`src/hdl/beta_urom_pkg.sv`:
```
package beta_urom_pkg;

	// Major opcode, instruction bits [6:2]
	typedef enum logic [4:0] {
		MAJOR_LOAD   = 5'h00,
		MAJOR_IMM    = 5'h04,
		MAJOR_AUIPC  = 5'h05,
		MAJOR_STORE  = 5'h08,
		MAJOR_REG    = 5'h0C,
		MAJOR_LUI    = 5'h0D,
		MAJOR_BRANCH = 5'h18,
		MAJOR_JALR   = 5'h19,
		MAJOR_JAL    = 5'h1B
	} urom_major_e;

	// Micro-address as built by the instruction decoder
	typedef struct packed {
		urom_major_e major;		// Opcode bits [6:2]
		logic [2:0]  minor;		// funct3
		logic        alt;		// funct7 bit 5
	} urom_addr_t;

	// Load minor codes
	localparam logic [2:0] MINOR_LB   = 3'b000;
	localparam logic [2:0] MINOR_LH   = 3'b001;
	localparam logic [2:0] MINOR_LW   = 3'b010;
	localparam logic [2:0] MINOR_LBU  = 3'b100;
	localparam logic [2:0] MINOR_LHU  = 3'b101;

	// Store minor codes
	localparam logic [2:0] MINOR_SB   = 3'b000;
	localparam logic [2:0] MINOR_SH   = 3'b001;
	localparam logic [2:0] MINOR_SW   = 3'b010;

	// ALU minor codes, shared by immediate and register forms
	localparam logic [2:0] MINOR_ADD  = 3'b000;		// SUB with alt
	localparam logic [2:0] MINOR_SLL  = 3'b001;
	localparam logic [2:0] MINOR_SLT  = 3'b010;
	localparam logic [2:0] MINOR_SLTU = 3'b011;
	localparam logic [2:0] MINOR_XOR  = 3'b100;
	localparam logic [2:0] MINOR_SRL  = 3'b101;		// SRA with alt
	localparam logic [2:0] MINOR_OR   = 3'b110;
	localparam logic [2:0] MINOR_AND  = 3'b111;

	// Branch minor codes
	localparam logic [2:0] MINOR_BEQ  = 3'b000;
	localparam logic [2:0] MINOR_BNE  = 3'b001;
	localparam logic [2:0] MINOR_BLT  = 3'b100;
	localparam logic [2:0] MINOR_BGE  = 3'b101;
	localparam logic [2:0] MINOR_BLTU = 3'b110;
	localparam logic [2:0] MINOR_BGEU = 3'b111;

	typedef enum logic [1:0] {
		MEM_SIZE_BYTE = 2'd0,
		MEM_SIZE_HALF = 2'd1,
		MEM_SIZE_WORD = 2'd2
	} mem_size_e;

	typedef enum logic {
		MEM_LOAD_OP  = 1'b0,
		MEM_STORE_OP = 1'b1
	} mem_op_e;

	// Source register usage, read by the hazard logic
	localparam logic [1:0] SRC_USED_RS1     = 2'd0;
	localparam logic [1:0] SRC_USED_RS1_RS2 = 2'd1;
	localparam logic [1:0] SRC_USED_NONE    = 2'd2;

	// Operand 1 mux
	localparam logic [1:0] SRC1_REG   = 2'd0;
	localparam logic [1:0] SRC1_UPPER = 2'd1;

	// Operand 2 mux
	localparam logic [1:0] SRC2_REG   = 2'd0;
	localparam logic [1:0] SRC2_IMM12 = 2'd1;
	localparam logic [1:0] SRC2_IMM20 = 2'd2;
	localparam logic [1:0] SRC2_UPPER = 2'd3;

	// Logic unit operation, zero means idle
	localparam logic [1:0] LOGIC_AND = 2'd1;
	localparam logic [1:0] LOGIC_OR  = 2'd2;
	localparam logic [1:0] LOGIC_XOR = 2'd3;

	// Shift unit operation, zero means idle
	localparam logic [1:0] SHIFT_LL = 2'd1;
	localparam logic [1:0] SHIFT_RL = 2'd2;
	localparam logic [1:0] SHIFT_RA = 2'd3;

	// ALU flag that feeds the condition
	localparam logic [1:0] COND_NEG_BIT  = 2'd1;
	localparam logic [1:0] COND_ZERO_BIT = 2'd2;

	// Branch and jump unit mode
	localparam logic [1:0] BJU_BRANCH   = 2'd1;
	localparam logic [1:0] BJU_JUMP     = 2'd2;
	localparam logic [1:0] BJU_JUMP_REG = 2'd3;

	// Control word carried from decode into execute
	typedef struct packed {
		logic [1:0] src_reg_used;
		logic [1:0] dec_src1_select;
		logic [1:0] dec_src2_select;
		logic       dec_not_sign_ext;		// Zero-extend immediate or load data
		logic       exe_alu_add_en;
		logic       exe_alu_sub_en;
		logic [1:0] exe_alu_logic_en;
		logic [1:0] exe_shu_shift_en;
		logic       exe_slt_en;
		logic [1:0] exe_condition_sel;
		logic       exe_condition_neg;
		logic       exe_alu_unsigned_n_en;		// High for unsigned compare
		logic       exe_add_pc_to_res_en;
		logic [1:0] exe_bju_en;
		logic       exe_reg_wr_en;
		logic       exe_mem_op_en;
		mem_op_e    exe_mem_op;
		mem_size_e  exe_mem_op_size;
	} dec_control_word_t;

endpackage

```
`src/hdl/beta_urom.sv`:
```
module beta_urom import beta_urom_pkg::*; (
	input  logic              clk_i,
	input  logic              rst_n_i,
	input  urom_addr_t        urom_address_i,
	input  logic              urom_invalid_instr_i,
	output dec_control_word_t urom_control_word_o
);

	dec_control_word_t mem_cw;
	dec_control_word_t alu_cw;
	dec_control_word_t flow_cw;
	dec_control_word_t cw_next;

	urom_mem_dec u_mem (
		.urom_address_i (urom_address_i),
		.mem_cw_o       (mem_cw)
	);

	urom_alu_dec u_alu (
		.urom_address_i (urom_address_i),
		.alu_cw_o       (alu_cw)
	);

	urom_flow_dec u_flow (
		.urom_address_i (urom_address_i),
		.flow_cw_o      (flow_cw)
	);

	// Groups never overlap, so the OR picks the one that matched
	always_comb begin : cw_merge
		cw_next = mem_cw | alu_cw | flow_cw;
		if (urom_invalid_instr_i) begin
			cw_next = '0;		// Behaves as a bubble
		end
	end

	always_ff @(posedge clk_i) begin : cw_reg
		if (!rst_n_i) begin
			urom_control_word_o <= '0;
		end else begin
			urom_control_word_o <= cw_next;
		end
	end

endmodule

```
`src/hdl/urom_alu_dec.sv`:
```
module urom_alu_dec import beta_urom_pkg::*; (
	input  urom_addr_t        urom_address_i,
	output dec_control_word_t alu_cw_o
);

	logic              is_imm;
	logic              is_reg;
	logic              upper_hit;
	logic              op_hit;
	dec_control_word_t op_cw;		// Operation fields only

	assign is_imm = (urom_address_i.major == MAJOR_IMM);
	assign is_reg = (urom_address_i.major == MAJOR_REG);

	// LUI and AUIPC carry no funct3, the decoder presents zero there
	assign upper_hit = ((urom_address_i.major == MAJOR_LUI) ||
		(urom_address_i.major == MAJOR_AUIPC)) &&
		(urom_address_i.minor == 3'b000) && !urom_address_i.alt;

	always_comb begin : op_decode
		op_cw = '0;
		op_hit = 1'b1;
		case ({urom_address_i.minor, urom_address_i.alt})
			{MINOR_ADD, 1'b0}: begin
				op_cw.exe_alu_add_en = 1'b1;
			end
			{MINOR_ADD, 1'b1}: begin		// SUB, register form only
				op_cw.exe_alu_sub_en = 1'b1;
				op_hit = is_reg;
			end
			{MINOR_SLL, 1'b0}: begin
				op_cw.exe_shu_shift_en = SHIFT_LL;
			end
			{MINOR_SLT, 1'b0}: begin
				op_cw.exe_slt_en = 1'b1;
				op_cw.exe_condition_sel = COND_NEG_BIT;		// Sign of rs1 - op2
				op_cw.exe_alu_unsigned_n_en = 1'b0;
			end
			{MINOR_SLTU, 1'b0}: begin
				op_cw.exe_slt_en = 1'b1;
				op_cw.exe_condition_sel = COND_NEG_BIT;
				op_cw.exe_alu_unsigned_n_en = 1'b1;
				op_cw.dec_not_sign_ext = 1'b1;
			end
			{MINOR_XOR, 1'b0}: begin
				op_cw.exe_alu_logic_en = LOGIC_XOR;
			end
			{MINOR_SRL, 1'b0}: begin
				op_cw.exe_shu_shift_en = SHIFT_RL;
			end
			{MINOR_SRL, 1'b1}: begin		// SRA and SRAI
				op_cw.exe_shu_shift_en = SHIFT_RA;
			end
			{MINOR_OR, 1'b0}: begin
				op_cw.exe_alu_logic_en = LOGIC_OR;
			end
			{MINOR_AND, 1'b0}: begin
				op_cw.exe_alu_logic_en = LOGIC_AND;
			end
			default: begin
				op_hit = 1'b0;
			end
		endcase
	end

	always_comb begin : alu_merge
		alu_cw_o = '0;
		if ((is_imm || is_reg) && op_hit) begin
			alu_cw_o = op_cw;
			alu_cw_o.src_reg_used = is_imm ? SRC_USED_RS1 : SRC_USED_RS1_RS2;
			alu_cw_o.dec_src1_select = SRC1_REG;
			alu_cw_o.dec_src2_select = is_imm ? SRC2_IMM12 : SRC2_REG;
			alu_cw_o.exe_reg_wr_en = 1'b1;
		end else if (upper_hit) begin
			alu_cw_o.src_reg_used = SRC_USED_RS1;
			alu_cw_o.dec_src1_select = SRC1_UPPER;
			alu_cw_o.dec_src2_select = SRC2_UPPER;
			// AUIPC adds the current pc to the upper immediate
			alu_cw_o.exe_add_pc_to_res_en = (urom_address_i.major == MAJOR_AUIPC);
			alu_cw_o.exe_reg_wr_en = 1'b1;
		end
	end

endmodule

```
`src/hdl/urom_flow_dec.sv`:
```
module urom_flow_dec import beta_urom_pkg::*; (
	input  urom_addr_t        urom_address_i,
	output dec_control_word_t flow_cw_o
);

	logic       br_hit;
	logic [1:0] br_cond;
	logic       br_neg;
	logic       br_uns;
	logic       jump_slot;

	// Jumps have no funct3 or alt of their own
	assign jump_slot = (urom_address_i.minor == 3'b000) && !urom_address_i.alt;

	always_comb begin : branch_cond
		br_hit = 1'b1;
		br_cond = COND_NEG_BIT;		// Sign of rs1 - rs2
		br_neg = 1'b0;
		br_uns = 1'b0;
		case (urom_address_i.minor)
			MINOR_BEQ: begin
				br_cond = COND_ZERO_BIT;
			end
			MINOR_BNE: begin
				br_cond = COND_ZERO_BIT;
				br_neg = 1'b1;
			end
			MINOR_BLT: begin
				br_neg = 1'b0;
			end
			MINOR_BGE: begin
				br_neg = 1'b1;		// Not less than
			end
			MINOR_BLTU: begin
				br_uns = 1'b1;
			end
			MINOR_BGEU: begin
				br_neg = 1'b1;
				br_uns = 1'b1;
			end
			default: begin
				br_hit = 1'b0;
			end
		endcase
	end

	always_comb begin : flow_decode
		flow_cw_o = '0;
		case (urom_address_i.major)
			MAJOR_BRANCH: begin
				if (br_hit && !urom_address_i.alt) begin
					flow_cw_o.src_reg_used = SRC_USED_RS1_RS2;
					flow_cw_o.dec_src1_select = SRC1_REG;
					flow_cw_o.dec_src2_select = SRC2_REG;
					flow_cw_o.exe_bju_en = BJU_BRANCH;
					flow_cw_o.exe_condition_sel = br_cond;
					flow_cw_o.exe_condition_neg = br_neg;
					flow_cw_o.exe_alu_unsigned_n_en = br_uns;
				end
			end
			MAJOR_JALR: begin
				if (jump_slot) begin
					flow_cw_o.src_reg_used = SRC_USED_RS1_RS2;
					flow_cw_o.dec_src1_select = SRC1_REG;
					flow_cw_o.dec_src2_select = SRC2_IMM12;		// Target is rs1 + imm12
					flow_cw_o.exe_bju_en = BJU_JUMP_REG;
					flow_cw_o.exe_reg_wr_en = 1'b1;		// Link address to rd
				end
			end
			MAJOR_JAL: begin
				if (jump_slot) begin
					flow_cw_o.src_reg_used = SRC_USED_NONE;
					flow_cw_o.dec_src1_select = SRC1_REG;
					flow_cw_o.dec_src2_select = SRC2_IMM20;
					flow_cw_o.exe_bju_en = BJU_JUMP;
					flow_cw_o.exe_reg_wr_en = 1'b1;
				end
			end
			default: flow_cw_o = '0;
		endcase
	end

endmodule

```
`src/hdl/urom_mem_dec.sv`:
```
module urom_mem_dec import beta_urom_pkg::*; (
	input  urom_addr_t        urom_address_i,
	output dec_control_word_t mem_cw_o
);

	// Address is rs1 + imm12, data goes to rd
	function automatic dec_control_word_t load_cw(mem_size_e size, logic zero_ext);
		dec_control_word_t cw;
		cw = '0;
		cw.src_reg_used = SRC_USED_RS1;
		cw.dec_src1_select = SRC1_REG;
		cw.dec_src2_select = SRC2_IMM12;
		cw.dec_not_sign_ext = zero_ext;
		cw.exe_alu_add_en = 1'b1;
		cw.exe_reg_wr_en = 1'b1;
		cw.exe_mem_op_en = 1'b1;
		cw.exe_mem_op = MEM_LOAD_OP;
		cw.exe_mem_op_size = size;
		return cw;
	endfunction

	// rs2 carries the store data, no write back
	function automatic dec_control_word_t store_cw(mem_size_e size);
		dec_control_word_t cw;
		cw = '0;
		cw.src_reg_used = SRC_USED_RS1_RS2;
		cw.dec_src1_select = SRC1_REG;
		cw.dec_src2_select = SRC2_REG;
		cw.exe_mem_op_en = 1'b1;
		cw.exe_mem_op = MEM_STORE_OP;
		cw.exe_mem_op_size = size;
		return cw;
	endfunction

	always_comb begin : mem_decode
		mem_cw_o = '0;
		if (!urom_address_i.alt) begin		// No load or store uses the alt bit
			case (urom_address_i.major)
				MAJOR_LOAD: begin
					case (urom_address_i.minor)
						MINOR_LB:  mem_cw_o = load_cw(MEM_SIZE_BYTE, 1'b0);
						MINOR_LH:  mem_cw_o = load_cw(MEM_SIZE_HALF, 1'b0);
						MINOR_LW:  mem_cw_o = load_cw(MEM_SIZE_WORD, 1'b0);
						MINOR_LBU: mem_cw_o = load_cw(MEM_SIZE_BYTE, 1'b1);
						MINOR_LHU: mem_cw_o = load_cw(MEM_SIZE_HALF, 1'b1);
						default:   mem_cw_o = '0;
					endcase
				end
				MAJOR_STORE: begin
					case (urom_address_i.minor)
						MINOR_SB: mem_cw_o = store_cw(MEM_SIZE_BYTE);
						MINOR_SH: mem_cw_o = store_cw(MEM_SIZE_HALF);
						MINOR_SW: mem_cw_o = store_cw(MEM_SIZE_WORD);
						default:  mem_cw_o = '0;
					endcase
				end
				default: mem_cw_o = '0;
			endcase
		end
	end

endmodule

```
`config.mk`:
```
export PLATFORM = sky130hd
export DESIGN_NAME = beta_urom
export DESIGN_NICKNAME = d
export VERILOG_FILES = /design/src/hdl/beta_urom_pkg.sv /design/src/hdl/beta_urom.sv /design/src/hdl/urom_alu_dec.sv /design/src/hdl/urom_flow_dec.sv /design/src/hdl/urom_mem_dec.sv
export SDC_FILE = /design/constraint.sdc
export NUM_CORES = 1
export LEC_CHECK = 0
export BUFFER_PORTS_ARGS = -buffer_cell sky130_fd_sc_hd__buf_2
export CORE_MARGIN = 8
export CORE_UTILIZATION = 51
export CTS_BUF_LIST = sky130_fd_sc_hd__clkbuf_4 sky130_fd_sc_hd__clkbuf_8 sky130_fd_sc_hd__clkbuf_16
export CTS_CLUSTER_DIAMETER = 100
export DETAILED_ROUTE_END_ITERATION = 10
export GPL_TIMING_DRIVEN = 0
export PLACE_DENSITY = 0.79
export SLEW_MARGIN = 20
export SYNTH_ARGS = -nofsm -noshare
export SYNTH_HDL_FRONTEND = slang
export SYNTH_SLANG_ARGS = --single-unit
export TNS_END_PERCENT = 20
```
`constraint.sdc`:
```
create_clock -name clk_i -period 1.99 [get_ports clk_i]
set_input_delay 0.0995 -clock clk_i [delete_from_list [all_inputs] [get_ports clk_i]]
set_output_delay 0.0995 -clock clk_i [all_outputs]
set_load 0.01 [all_outputs]
```
* After elaboration in Yosys (flattened, before gate mapping)
Index checks and enable logic that the tools add are counted.
Operators by class: add/sub/neg operators 0, multipliers 0, div/mod/pow operators 0, $lt $le $gt $ge 0, eq/ne operators 23, shifts and indexed selects 0, muxes and demuxes 35, bitwise gates (word level) 3, reduce and logical (&&, ||, !) cells 18
Operators with widths (number):
- case mux 21 bit (5 select lines) | 1
- case mux 25 bit (3 select lines) | 1
- OR 26 bit | 2
- case mux 26 bit (2 select lines) | 1
- two-way mux 26 bit | 1
- == test 4 bit, second input constant | 5
- case mux 2 bit (3 select lines) | 3
- case mux 6 bit (3 select lines) | 1
- == test 5 x 4 -> 1 bit, second input constant | 3
- == test 5 bit, second input constant | 3
- two-way mux 1 bit | 13
- == test 3 bit, second input constant | 4
- two-way mux 12 bit | 1
- two-way mux 3 bit | 4
- two-way mux 6 bit | 2
- == test 5 x 3 -> 1 bit, second input constant | 2
- two-way mux 5 bit | 2
- OR reduction 9 bit | 1
- == test 4 x 3 -> 1 bit, second input constant | 2
- two-way mux 4 bit | 2
- OR reduction 2 bit | 4
- OR reduction 6 bit | 1
- logical AND 1 bit | 5
- logical NOT 5 bit | 1
- other kinds (12) | 14
Word-level totals: register bits after elaboration 26, bits in latches 0, RAM bits 0, memory bits (read-only) 0, word-level logic and storage cells 97, memories kept 0

* Logic depth before layout (Yosys ltp)
depth after elaboration 8, depth in mapped cells 6

* By module
From an unflattened synthesis, not the netlist that was laid out.
Unflattened totals: cells, all modules 201, area, all modules 1669.1 µm²
By module, submodules not included:
- beta_urom | instances 1, cells each 82, area an instance 798.3 µm²
- urom_alu_dec | instances 1, cells each 48, area an instance 326.6 µm²
- urom_mem_dec | instances 1, cells each 35, area an instance 292.8 µm²
- urom_flow_dec | instances 1, cells each 36, area an instance 251.5 µm²

* Worst setup path after synthesis
No wires, ideal clock.
path type in2reg, from input port urom_address_i[3] (netlist name), to register urom_control_word_o[7] (netlist name), library setup time 88 ps, arrival time 1199 ps, slack 703 ps, cell stages on the path 5, buffers on the path 1, path through buf_6 or4b_4 nor4_4 nand3b_2 nor4_2
Between the ends: word-level cells in the longest chain between the ends 7
Ends and longest elaborated chain:
- start: declaration | RTL line beta_urom.sv:4 | input urom_addr_t urom_address_i,
- == test 4 x 3 -> 1 bit (tied with other cells) | RTL line urom_alu_dec.sv:23 | case ({urom_address_i.minor, urom_address_i.alt})
- OR reduction 9 bit (no line) or logical AND 1 bit (tied branches)
- case mux 1 bit (2 select lines) or logical AND 1 bit (tied branches) | RTL line urom_alu_dec.sv:23, urom_alu_dec.sv:18
- logical AND 1 bit or two-way mux 1 bit (tied branches) | RTL line urom_alu_dec.sv:68, urom_alu_dec.sv:74
- two-way mux 1 bit * | RTL line urom_alu_dec.sv:68 | if ((is_imm || is_reg) && op_hit) begin
- OR 26 bit * (2 in a row) | RTL line beta_urom.sv:31 | cw_next = mem_cw | alu_cw | flow_cw;
- end signal: assignment | RTL line beta_urom.sv:41 | urom_control_word_o <= cw_next;
- end: declaration | RTL line beta_urom.sv:6 | output dec_control_word_t urom_control_word_o
Every way passes the cells marked *; elsewhere a longest branch is shown, timed or not. A chain may end at the register's enable or synchronous reset.

* Final worst setup path
from input port urom_address_i[0] (netlist name), to register urom_control_word_o[11] (netlist name)
Between the ends: word-level cells in the longest chain between the ends 7
Ends and longest elaborated chain (RTL line):
- == test 4 x 3 -> 1 bit (tied with other cells) | urom_alu_dec.sv:23
- OR reduction 9 bit (no line)
- case mux 1 bit (2 select lines) | urom_alu_dec.sv:23
- logical AND 1 bit | urom_alu_dec.sv:68
- two-way mux 12 bit | urom_alu_dec.sv:68
- OR 26 bit | beta_urom.sv:31
- OR 26 bit * | beta_urom.sv:31
Marked as above.

==> results.py <==
metrics = {
    "drt": {
        "via_per_inst": 5.165,
        "vias": 878,
        "dr.pass1.iters": 4,
        "drt_iter0_drc": 19,
        "drt-wirelength-per-cell_um": 13.65,
        "wirelength_um": 2321,
        "route.detailed.drc": 0,
        "ant_nets": 0,
    },
    "critical_path": {
        "arrival_ps": 1900,
        "path_delay_family": "simple AND/OR/NAND/NOR gates",
        "crit_path_end_kind": "flop",
        "slowest_delay_ps": 560,
        "cp_slowest_cell": "dlygate4sd3_1",
        "cp-start-kind": "primary input",
        "cp_data_required_time_ps": 2240,
        "path_class": "in -> reg",
        "path_cells": "dlygate4sd3_1, buf_6, or3b_1, buf_6, nor4_4, nor3b_2",
        "cpMostUsedCell": "buf_6",
        "cp_num_buf_inv": 3,
        "cp_max_fo": 10,
    },
    "synth": {
        "yosysSeqAreaShare_pct": 46.35,
        "synth_nets": 117,
        "synth_top_area_share_pct": 46.35,
        "synth.avg_cell_area_um2": 10.28,
        "synth_edf_count": 0,
        "synth_area_leaders": "dfxtp_1 46%, nor4_4 5.9%, nor3_1 3.2%",
        "syn-cell-area_um2": 1080,
        "synth_cell_types": 39,
        "synthArstFlopShare_pct": 0,
        "synth_cells": 105,
        "synth_ff_type": "dfxtp_1",
        "synth-seq-cells": 25,
        "yosysTopAreaCell": "dfxtp_1",
        "yosysWarnings": 0,
    },
    "min_path": {
        "min_to": "urom_control_word_o[25]",
        "hp-class": "in -> reg",
        "hold_depth": 3,
        "hold_path_startpoint": "urom_address_i[5]",
    },
    "die": {
        "ios": 38,
        "die-area_um2": 3846,
        "start_util_pct": 54.48,
        "fp.dieW_um": 62.02,
        "die_h_um": 62.02,
        "fp-row-count": 16,
        "core_area_um2": 1982,
    },
    "sta": {
        "period_minus_slack_ps": 1643,
        "setup_tns_ps": 0,
        "hold_viol": 0,
        "rsz0062_at_grt": "false",
        "finalSetupViolations": 0,
        "maxSlewViolCount": 0,
        "fin_crit_sh_pct": 82.55,
        "max_freq_mhz": 608.8,
    },
    "global_routing": {
        "antenna_found_initial": 0,
        "grt_max_degree": 15,
        "grt_pass1_wl_um": 3919,
        "grt_usage_pct": 13.59,
        "grt_overflow": 0,
        "grt_pass1_vias": 866,
    },
    "pwr": {
        "finalPower_w": 0.0008120,
        "p_leak_nw": 0.6210,
        "pwr_density_cell_nw_per_um2": 616.9,
        "ir_drop_v": 0.0004507,
    },
    "placement": {
        "io_buffers": 33,
        "gp_congestion": 0.8437,
        "hpwl_um": 1825,
    },
    "cells_and_area": {
        "drive_gt1_share_pct": 39.16,
        "layout.nets": 156,
        "regMostFlops": "urom_control_word_o",
        "largest_reg_flops": 25,
        "diodes": 0,
        "synthToLayoutAreaGrowth_pct": 21.90,
        "reg_top3": "urom_control_word_o (25)",
    },
    "cts": {
        "cts_buffers": 3,
        "root_buffer": "clkbuf_4",
        "clk_path_buf_depth": 2,
        "cts_tree": "done",
        "htreeDepth": 1,
        "clk_pin_slew_ps": 130,
        "clkSinkCount": 25,
    },
    "run_status": {
        "outcome": "complete, no violations",
    },
    "flow_run": {
        "maxCapViolCount": 0,
    },
}
Yosys cell counts (2+ instances only):
library cell	number
xor2_1	2
nor2_1	4
clkbuf_1	4
or4b_4	2
dfxtp_1	25
inv_1	5
nor3_1	7
buf_6	3
nand3b_1	2
nand2b_1	5
or2_1	2
o21ai_0	6
nor4_4	3
nand2_1	9
nand3_1	2
kinds of logic after synthesis:
logic type / Yosys count / share of synthesized area [%]
buf+inv: 14 / 7.300
compound gates: 15 / 9.967
other cells: 1 / 0.3473
simple gates: 48 / 34.41
xor+xnor: 2 / 1.623
flops: 25 / 46.35
cell usage in the layout, fill, tap and decap left out, types with 3 or more instances in the layout:
master | Yosys | final
buf_2 | 0 | 33
dfxtp_1 | 25 | 25
nand2_1 | 9 | 9
nor3_1 | 7 | 7
o21ai_0 | 6 | 6
nand2b_1 | 5 | 5
inv_1 | 5 | 5
clkbuf_1 | 4 | 4
nor2_1 | 4 | 4
buf_6 | 3 | 3
nor4_4 | 3 | 3
clkbuf_4 | 0 | 3
per-stage QoR:
step	area (µm²)	instances	hold WS, ps	worst slack [ps]	utilization [%]
2_1_floorplan	1080	105	170.5	702.7	-
3_3_place_gp	1279	165	329.1	581.2	64.52
3_5_place_dp	1279	165	337.0	546.1	64.52
4_1_cts	1316	170	79.72	341.1	66.41
5_1_grt	1316	170	68.14	314.5	66.41
6_report	1316	170	74.42	347.3	66.41
worst min-delay path: cells and delay by family:
kind | cells | cell delay, ps
AND/OR/NAND/NOR | 1 | 80
buffers and inverters | 2 | 190
worst max path at each step:
stage	startpoint	endpoint	slack [ps]	depth (start not counted)
CTS	urom_address_i[0]	urom_control_word_o[11]	340	6
global placement	urom_address_i[5]	urom_control_word_o[7]	580	5
finish	urom_address_i[0]	urom_control_word_o[11]	350	6
global route	urom_address_i[0]	urom_control_word_o[11]	310	6
floorplan	urom_address_i[3]	urom_control_word_o[7]	700	5
detailed placement	urom_address_i[5]	urom_control_word_o[7]	550	5
routing by layer:
layer	vias to the layer above	routed length, µm	global-route usage (%)
li1	437	-	-
met1	406	998	16.55
met2	30	1108	21.98
met3	5	156	2.263
met4	0	57	7.792
met5	-	0	0
what timing repair did:
action,in CTS,in global routing
gates resized for setup,0,0
setup buffers,0,0
hold buffers,1,0
endpoints found under the hold margin,2,0
cell type report:
class	count	area, µm²
Buffer	8	56.30
Fill cell	169	665.6
Timing Repair Buffer	34	175.2
Inverter	6	22.52
Multi-Input combinational cell	66	500.5
Clock inverter	1	5.005
Sequential cell	25	500.5
Tap cell	27	33.78
Clock buffer	3	22.52
power by group:
part / switching, W / internal (W)
logic: 0.0000562 / 0.0000329
clock network: 0.000146 / 0.0000754
registers: 0.000000250 / 0.000502
Power figures use the tool's default switching activity.
